==> src/sdmac_pkg.sv <==
// SCSI DMA front end shared definitions
// Bus widths, address map, packed records and FSM states
package sdmac_pkg;

    // Bus widths
    localparam int CPU_ADDR_W  = 5;   // Longword address bits 6:2
    localparam int CPU_DATA_W  = 32;
    localparam int PORT_DATA_W = 16;
    localparam int STROBE_CNT_W = 4;  // Enough for the longest strobe

    typedef logic [CPU_ADDR_W-1:0]   cpu_addr_t;
    typedef logic [CPU_DATA_W-1:0]   cpu_word_t;
    typedef logic [PORT_DATA_W-1:0]  port_word_t;
    typedef logic [1:0]              dsack_t;      // Active low, dynamic size
    typedef logic [1:0]              reg_sel_t;    // Register index
    typedef logic [1:0]              dev_sel_t;    // Port device index
    typedef logic [STROBE_CNT_W-1:0] strobe_cnt_t;

    // Address map, bit positions inside cpu_addr_t
    localparam int PORT_SEL_BIT = 4;  // Addr bit 6, high selects the port
    localparam int DEV_SEL_LSB  = 2;  // Addr bits 5:4
    localparam int REG_SEL_LSB  = 0;  // Addr bits 3:2

    // Register half
    localparam reg_sel_t REG_CNTR = 2'd0;  // Control
    localparam reg_sel_t REG_ACR  = 2'd1;  // DMA address
    localparam reg_sel_t REG_WTC  = 2'd2;  // Word count
    localparam reg_sel_t REG_ISTR = 2'd3;  // Interrupt status, read only

    // ISTR bit layout
    localparam int ISTR_INTA_BIT   = 0;
    localparam int ISTR_INTB_BIT   = 1;
    localparam int ISTR_INT_EN_BIT = 2;

    // Port devices
    localparam dev_sel_t DEV_CSS  = 2'b00;  // SCSI controller
    localparam dev_sel_t DEV_CSX0 = 2'b01;
    localparam dev_sel_t DEV_CSX1 = 2'b10;

    // Acknowledge codes
    localparam dsack_t DSACK_32   = 2'b00;
    localparam dsack_t DSACK_16   = 2'b01;
    localparam dsack_t DSACK_NONE = 2'b11;

    // Strobe width in sclk cycles
    localparam int DEFAULT_STROBE_CYCLES = 4;
    localparam int STROBE_CYCLES_MIN     = 2;
    localparam int STROBE_CYCLES_MAX     = 15;

    typedef struct packed {
        logic       int_en;    // Gates int_n
        logic       dma_dir;   // Kept for software, no DMA engine here
        logic [5:0] reserved;
    } cntr_t;

    typedef struct packed {
        cpu_addr_t addr;
        logic      r_w;        // High for read
        cpu_word_t wdata;
    } cpu_req_t;

    typedef struct packed {
        logic css_n;
        logic csx0_n;
        logic csx1_n;
    } port_cs_t;

    localparam port_cs_t CS_IDLE = 3'b111;  // No device selected

    typedef enum logic [2:0] {
        IDLE,
        REG_ACCESS,
        PORT_SETUP,
        PORT_STROBE,
        ACK,
        RELEASE
    } bus_state_t;

endpackage

==> src/strobe_timer.sv <==
// Peripheral strobe timer
// Counts the programmed strobe width and stalls while the device holds iordy low
`timescale 1ns/1ps

module strobe_timer #(
    parameter int STROBE_CYCLES = sdmac_pkg::DEFAULT_STROBE_CYCLES
) (
    input  logic sclk,
    input  logic reset,
    input  logic timer_start,
    input  logic iordy,
    output logic timer_done
);
    import sdmac_pkg::*;

    localparam strobe_cnt_t LOAD = strobe_cnt_t'(STROBE_CYCLES - 1);  // Zero is the last cycle

    if ((STROBE_CYCLES < STROBE_CYCLES_MIN) || (STROBE_CYCLES > STROBE_CYCLES_MAX)) begin : g_range
        $error("STROBE_CYCLES out of range");
    end

    strobe_cnt_t count;
    logic        busy;

    // Done only on the final count with the device ready
    assign timer_done = busy && iordy && (count == '0);

    always_ff @(posedge sclk) begin
        if (reset) begin
            busy  <= 1'b0;
            count <= '0;
        end else if (timer_start) begin
            busy  <= 1'b1;
            count <= LOAD;
        end else if (busy && iordy) begin  // Hold while iordy low
            if (count == '0) begin
                busy <= 1'b0;
            end else begin
                count <= count - 1'b1;
            end
        end
    end

endmodule

==> src/bus_cycle_fsm.sv <==
// CPU bus cycle controller
// Latches each cycle, steers it to registers or port and returns dsack_n
`timescale 1ns/1ps

module bus_cycle_fsm (
    input  logic                  sclk,
    input  logic                  reset,
    input  logic                  cs_n,
    input  logic                  as_n,
    input  logic                  ds_n,
    input  logic                  r_w,
    input  sdmac_pkg::cpu_addr_t  addr,
    input  sdmac_pkg::cpu_word_t  data_in,
    input  logic                  timer_done,
    output sdmac_pkg::cpu_req_t   req,
    output logic                  reg_strobe,
    output logic                  timer_start,
    output logic                  port_active,
    output logic                  strobe_phase,
    output sdmac_pkg::dsack_t     dsack_n,
    output logic                  data_oe
);
    import sdmac_pkg::*;

    bus_state_t state;
    bus_state_t state_next;
    logic       cycle_start;
    logic       port_cycle;    // Latched cycle targets the port
    logic       ack_next;

    assign cycle_start = (state == IDLE) && !cs_n && !as_n && !ds_n;
    assign port_cycle  = req.addr[PORT_SEL_BIT];

    always_comb begin
        state_next = state;
        case (state)
            IDLE: begin
                if (cycle_start) begin
                    state_next = addr[PORT_SEL_BIT] ? PORT_SETUP : REG_ACCESS;
                end
            end
            REG_ACCESS:  state_next = ACK;     // Read data registered here
            PORT_SETUP:  state_next = PORT_STROBE;
            PORT_STROBE: if (timer_done) state_next = ACK;
            ACK:         if (as_n) state_next = RELEASE;  // CPU holds as_n to stall
            RELEASE:     state_next = IDLE;
            default:     state_next = IDLE;
        endcase
    end

    assign ack_next = (state_next == ACK);

    // Single cycle pulses to the datapath blocks
    assign reg_strobe  = (state == REG_ACCESS);
    assign timer_start = (state == PORT_SETUP);
    // Strobe asked for from setup until the timer ends
    assign strobe_phase = (state == PORT_SETUP) ||
                          ((state == PORT_STROBE) && !timer_done);

    always_ff @(posedge sclk) begin
        if (reset) begin
            state       <= IDLE;
            dsack_n     <= DSACK_NONE;
            data_oe     <= 1'b0;
            port_active <= 1'b0;
        end else begin
            state   <= state_next;
            dsack_n <= DSACK_NONE;
            if (ack_next) begin
                dsack_n <= port_cycle ? DSACK_16 : DSACK_32;  // Sized by target
            end
            data_oe     <= ack_next && req.r_w;    // Drive CPU data on reads only
            port_active <= (state_next == PORT_SETUP) ||
                           (state_next == PORT_STROBE) ||
                           (ack_next && port_cycle);
        end
    end

    // Request payload, taken once per cycle
    always_ff @(posedge sclk) begin
        if (cycle_start) begin
            req.addr  <= addr;
            req.r_w   <= r_w;
            req.wdata <= data_in;   // Write data valid with ds_n
        end
    end

endmodule

==> src/sdmac_registers.sv <==
// Internal register file
// Control, DMA address, word count and interrupt status with gated interrupt
`timescale 1ns/1ps

module sdmac_registers (
    input  logic                  sclk,
    input  logic                  reset,
    input  logic                  reg_strobe,
    input  sdmac_pkg::cpu_req_t   req,
    input  logic                  inta,
    input  logic                  intb,
    output sdmac_pkg::cpu_word_t  reg_rdata,
    output logic                  int_n
);
    import sdmac_pkg::*;

    cntr_t     cntr;
    cpu_word_t acr;
    cpu_word_t wtc;
    cpu_word_t istr;
    reg_sel_t  reg_sel;
    logic      reg_write;

    assign reg_sel   = req.addr[REG_SEL_LSB +: $bits(reg_sel_t)];
    assign reg_write = reg_strobe && !req.r_w;

    // Status is live, never stored
    always_comb begin
        istr                  = '0;
        istr[ISTR_INTA_BIT]   = inta;     // SCSI controller
        istr[ISTR_INTB_BIT]   = intb;     // Spare source
        istr[ISTR_INT_EN_BIT] = cntr.int_en;
    end

    always_ff @(posedge sclk) begin
        if (reset) begin
            cntr <= '0;
            acr  <= '0;
            wtc  <= '0;
        end else if (reg_write) begin
            case (reg_sel)
                REG_CNTR: cntr <= req.wdata[$bits(cntr_t)-1:0];  // Low byte only
                REG_ACR:  acr  <= req.wdata;
                REG_WTC:  wtc  <= req.wdata;
                default:  ;                    // ISTR is read only
            endcase
        end
    end

    // Read data ready for the ACK state
    always_ff @(posedge sclk) begin
        if (reg_strobe) begin
            case (reg_sel)
                REG_CNTR: reg_rdata <= cpu_word_t'(cntr);  // Zero extended
                REG_ACR:  reg_rdata <= acr;
                REG_WTC:  reg_rdata <= wtc;
                default:  reg_rdata <= istr;
            endcase
        end
    end

    // Interrupt to the CPU
    always_ff @(posedge sclk) begin
        if (reset) begin
            int_n <= 1'b1;
        end else begin
            int_n <= !(cntr.int_en && (inta || intb));  // Low when enabled and pending
        end
    end

endmodule

==> src/port_datapath.sv <==
// Peripheral port datapath
// Chip select decode, timed read and write strobes, port data in and out
`timescale 1ns/1ps

module port_datapath (
    input  logic                  sclk,
    input  logic                  reset,
    input  sdmac_pkg::cpu_req_t   req,
    input  logic                  port_active,
    input  logic                  strobe_phase,
    input  logic                  timer_done,
    input  sdmac_pkg::port_word_t pd_in,
    output sdmac_pkg::port_word_t pd_out,
    output logic                  pd_oe,
    output sdmac_pkg::port_cs_t   port_cs,
    output logic                  ior_n,
    output logic                  iow_n,
    output sdmac_pkg::cpu_word_t  port_rdata
);
    import sdmac_pkg::*;

    dev_sel_t   dev_sel;
    port_cs_t   cs_decode;
    port_word_t rd_capture;

    assign dev_sel = req.addr[DEV_SEL_LSB +: $bits(dev_sel_t)];

    always_comb begin
        cs_decode = CS_IDLE;
        case (dev_sel)
            DEV_CSS:  cs_decode.css_n  = 1'b0;
            DEV_CSX0: cs_decode.csx0_n = 1'b0;
            DEV_CSX1: cs_decode.csx1_n = 1'b0;
            default:  ;                          // Unused slot still acknowledged
        endcase
    end

    assign port_cs = port_active ? cs_decode : CS_IDLE;  // Held through ACK

    // Upper CPU half goes to the 16 bit port
    assign pd_out = req.wdata[CPU_DATA_W-1 -: PORT_DATA_W];
    assign pd_oe  = port_active && !req.r_w;

    always_ff @(posedge sclk) begin
        if (reset) begin
            ior_n <= 1'b1;
            iow_n <= 1'b1;
        end else begin
            ior_n <= !(strobe_phase && req.r_w);
            iow_n <= !(strobe_phase && !req.r_w);
        end
    end

    // Sample device data while the strobe is still low
    always_ff @(posedge sclk) begin
        if (timer_done && req.r_w) begin
            rd_capture <= pd_in;
        end
    end

    assign port_rdata = {rd_capture, rd_capture};  // Both halves for 16 bit port

endmodule

==> src/resdmac.sv <==
// SCSI DMA controller front end
// CPU bus cycles to the register file or the 16 bit peripheral port
`timescale 1ns/1ps

module resdmac #(
    parameter int STROBE_CYCLES = sdmac_pkg::DEFAULT_STROBE_CYCLES
) (
    input  logic                  sclk,
    input  logic                  reset,
    input  logic                  cs_n,
    input  logic                  as_n,
    input  logic                  ds_n,
    input  logic                  r_w,
    input  sdmac_pkg::cpu_addr_t  addr,
    input  sdmac_pkg::cpu_word_t  data_in,
    output sdmac_pkg::cpu_word_t  data_out,
    output logic                  data_oe,
    output sdmac_pkg::dsack_t     dsack_n,
    output logic                  int_n,
    input  logic                  inta,
    input  logic                  intb,
    input  logic                  iordy,
    output sdmac_pkg::port_cs_t   port_cs,
    output logic                  ior_n,
    output logic                  iow_n,
    input  sdmac_pkg::port_word_t pd_in,
    output sdmac_pkg::port_word_t pd_out,
    output logic                  pd_oe,
    output logic                  led_rd_n,
    output logic                  led_wr_n
);
    import sdmac_pkg::*;

    cpu_req_t  req;
    cpu_word_t reg_rdata;
    cpu_word_t port_rdata;
    logic      reg_strobe;
    logic      timer_start;
    logic      timer_done;
    logic      port_active;
    logic      strobe_phase;

    bus_cycle_fsm u_bus_cycle_fsm (
        .sclk, .reset,
        .cs_n, .as_n, .ds_n, .r_w,
        .addr, .data_in,
        .timer_done,
        .req, .reg_strobe, .timer_start, .port_active, .strobe_phase,
        .dsack_n, .data_oe
    );

    strobe_timer #(.STROBE_CYCLES(STROBE_CYCLES)) u_strobe_timer (
        .sclk, .reset,
        .timer_start, .iordy,
        .timer_done
    );

    sdmac_registers u_sdmac_registers (
        .sclk, .reset,
        .reg_strobe, .req,
        .inta, .intb,
        .reg_rdata, .int_n
    );

    port_datapath u_port_datapath (
        .sclk, .reset,
        .req, .port_active, .strobe_phase, .timer_done,
        .pd_in, .pd_out, .pd_oe,
        .port_cs, .ior_n, .iow_n,
        .port_rdata
    );

    // Latched addr bit 6 picks the source
    assign data_out = req.addr[PORT_SEL_BIT] ? port_rdata : reg_rdata;

    // Activity LEDs straight from the bus
    assign led_wr_n = r_w || cs_n;
    assign led_rd_n = !r_w || cs_n;

endmodule

==> config.mk <==
export PLATFORM = sky130hd
export DESIGN_NAME = resdmac
export DESIGN_NICKNAME = d
export VERILOG_FILES = /design/src/sdmac_pkg.sv /design/src/strobe_timer.sv /design/src/bus_cycle_fsm.sv /design/src/sdmac_registers.sv /design/src/port_datapath.sv /design/src/resdmac.sv
export SDC_FILE = /design/constraint.sdc
export NUM_CORES = 1
export LEC_CHECK = 0
export BUFFER_PORTS_ARGS = -buffer_cell sky130_fd_sc_hd__buf_4
export CAP_MARGIN = 0
export CORE_UTILIZATION = 59
export DETAILED_ROUTE_END_ITERATION = 12
export PLACE_DENSITY_LB_ADDON = 0.12
export RECOVER_POWER = 50
export SYNTH_ARGS = -nofsm -noshare
export SYNTH_HDL_FRONTEND = slang
export SYNTH_SLANG_ARGS = --single-unit
==> constraint.sdc <==
create_clock -name sclk -period 7.08 [get_ports sclk]
set_clock_uncertainty 0.15 [all_clocks]
set_input_delay 0.708 -clock sclk [delete_from_list [all_inputs] [get_ports sclk]]
set_output_delay 0.708 -clock sclk [all_outputs]
set_load 0.03 [all_outputs]
==> results.cfg <==
[outcome]
status = finished with violations
violations = capacitance limit, slew limit

[synth]
synthMostInstantiatedCell = nand2_1
synthesis.nets = 695
yosys.area.top_type = edfxtp_1
avgSynthCellArea_um2 = 10.5
yosys.area.top_type_share_pct = 38.8
synth_common_cells = nand2_1, dfxtp_1, edfxtp_1
syn_inst = 631
yosysWarnings = 0
ys_ff_latch = 173
synth.top_cells.by_area = edfxtp_1, dfxtp_1, nand2_1
synth-edff-count = 86
async_flop_share_pct = 0
ys_seq_area_share_pct = 65.0
syn-cell-area_um2 = 6650
synthFlopType = dfxtp_1
ys_types = 42

[min_path]
worst_hold_path.num_cells = 1
holdCritPathClass = in -> reg

[setup_path]
rr_worst_depth = 5
crit_fanout = 32
rrSetupSlack_ps = 3020
path_class = reg -> reg
arrival_ps = 4160
cp_data_required_time_ps = 7180
start_kind = register
crit_path_end_kind = register

[global_route]
use_met2_pct = 43.5
top_usage_layer = met2
grt.met1_usage_pct = 35.3
grt_first_pass_wirelength_mm = 23.2
first_global_vias = 4688
antenna_found_initial = 0
grt_use_total_pct = 27.0
met3_usage_pct = 5.97
grt_max_degree = 82
overflow = 0

[timing]
slew_headroom_pct = -136
slew_viol_final = 187
setup_viol = 0
fmax_mhz = 246
max_slew.worst_pin.slew_ps = 3540
finalSetupTns_ps = 0
finalHoldViolCount = 0
fin_crit_ps = 4060
grt_setup_unrepaired = false
period_share_pct = 57.4

[clock_network]
cts-root-buf = clkbuf_8
cts_buffer_depth = 2
cts_buffers = 17
h-tree-depth = 4
cts_sinks = 173
postCtsResizedCells = 0
cts_tree = done
holdBufCountCts = 0
cts_setup_buffers = 0
clk_latency_ps = 540
cts.reportedPaths.clkPinSlew_ps = 60

[placement]
dpl.hpwl_mm = 9.48
globalplace.congestion = 0.865
portBuffers = 121

[cells_and_area]
diodes = 0
final_layout_size_suffix_gt1_share_pct = 18.6
num-fill-cells = 770
syn2layout_area_growth_pct = 20.1
multi_input_area_um2 = 1920
finalNetCount = 787
post-route-util_pct = 73.4
regArea_um2 = 4320

[route]
wl_per_cell_um = 17.1
totalWireLength_mm = 15.0
drc = 0
drt_pre_antenna_iters = 5
vias = 4916
drtIter0Drc = 376
routed_via_density = 5.61
ant_nets = 0

[die]
core-area_um2 = 10900
die-area_um2 = 11700
start_util_pct = 61.1
io_pins = 122
die_width_um = 108
dieHeight_um = 108
num_rows = 38

[power_and_ir_drop]
power_leakage_uw = 0.00293
power.total_uw = 2110
peakVddDrop_mv = 0.179
powerDensity_nw_per_um2 = 264

[flow_run]
maxCapViolCount = 4
-- metrics by stage --
stage	area, um2	setup WS, ps	hold WS [ps]	instances
finish	7990	3020	211	876
global route	7990	2760	195	876
CTS	8120	3620	172	876
detailed placement	7520	3650	297	844
global placement	7520	3750	287	844
floorplan	6650	2610	257	631
-- worst max-delay path, cell delays in order (launching register included) --
cell	delay, ps
edfxtp_1	590
nor2b_2	220
clkbuf_1	1130
nand2_1	1230
nand2_1	330
a21oi_1	100
-- per-layer routing --
| layer | part of all wire [%] | routed length [um] | up-vias |
|---|---|---|---|
| met1 | 42 | 6350 | 2344 |
| met3 | 7.9 | 1190 | 20 |
| met2 | 48 | 7240 | 227 |
| met4 | 1.4 | 203 | 0 |
| li1 | - | - | 2325 |
| met5 | 0 | 0 | - |
-- report_power, final --
group	switching, uW	internal, uW	total, uW
Combinational	70.2	41.4	112
Clock	363	553	916
Sequential	13.1	1070	1080
Total	446	1670	2110
-- final timing paths --
kind,from,end
worst max-delay path,u_bus_cycle_fsm.req[33],u_sdmac_registers.acr[20]
worst min-delay path,data_in[23],u_bus_cycle_fsm.req[23]
worst max register to register,u_bus_cycle_fsm.req[33],u_sdmac_registers.acr[20]
worst min register to register,u_sdmac_registers.wtc[11],u_sdmac_registers.wtc[11]
-- sequential cells by signal, indices dropped and copies added, names as in the netlist --
name                         cells
u_strobe_timer.count             4
u_bus_cycle_fsm.port_active      1
u_port_datapath.rd_capture      16
u_bus_cycle_fsm.req             38
u_strobe_timer.busy              1
u_bus_cycle_fsm.data_oe          1
u_sdmac_registers.wtc           32
u_port_datapath.ior_n            1
u_bus_cycle_fsm.dsack_n          2
u_port_datapath.iow_n            1
u_bus_cycle_fsm.state            3
u_sdmac_registers.cntr           8
u_sdmac_registers.int_n          1
u_sdmac_registers.acr           32
u_sdmac_registers.reg_rdata     32
-- cells in the final DEF (no fill, tap or decap), drive strengths merged, types with 2 or more instances in the layout --
| cell type | instances |
|---|---|
| mux2i | 5 |
| nand3b | 3 |
| o21ai | 38 |
| nor3b | 3 |
| mux4 | 3 |
| nor2 | 6 |
| a21oi | 76 |
| clkbuf | 111 |
| edfxtp | 86 |
| dfxtp | 87 |
| nor3 | 2 |
| nor2b | 4 |
| nand2b | 2 |
| nand2 | 164 |
| ha | 2 |
| clkinv | 3 |
| or3 | 4 |
| or4 | 2 |
| xnor2 | 2 |
| and2 | 2 |
| or2 | 2 |
| buf | 45 |
| a22o | 24 |
| inv | 37 |
| nand3 | 10 |
-- logic make-up after synthesis --
| kind of cell | Yosys count | synth area share (%) |
|---|---|---|
| fa+ha+maj | 2 | 0.376 |
| buf+inv | 91 | 6.19 |
| simple gates | 209 | 13.5 |
| flops | 173 | 65.0 |
| mux | 8 | 1.77 |
| xor+xnor | 3 | 0.395 |
| compound gates | 145 | 12.7 |
-- final cells by class --
type	count	area share, %
Timing Repair Buffer	127	10.5
Tap cell	140	2.19
Multi-Input combinational cell	367	24.0
Clock inverter	3	0.188
Clock buffer	29	7.31
Inverter	37	1.74
Sequential cell	173	54.1
Note: power is estimated with default switching activity, not from simulation.
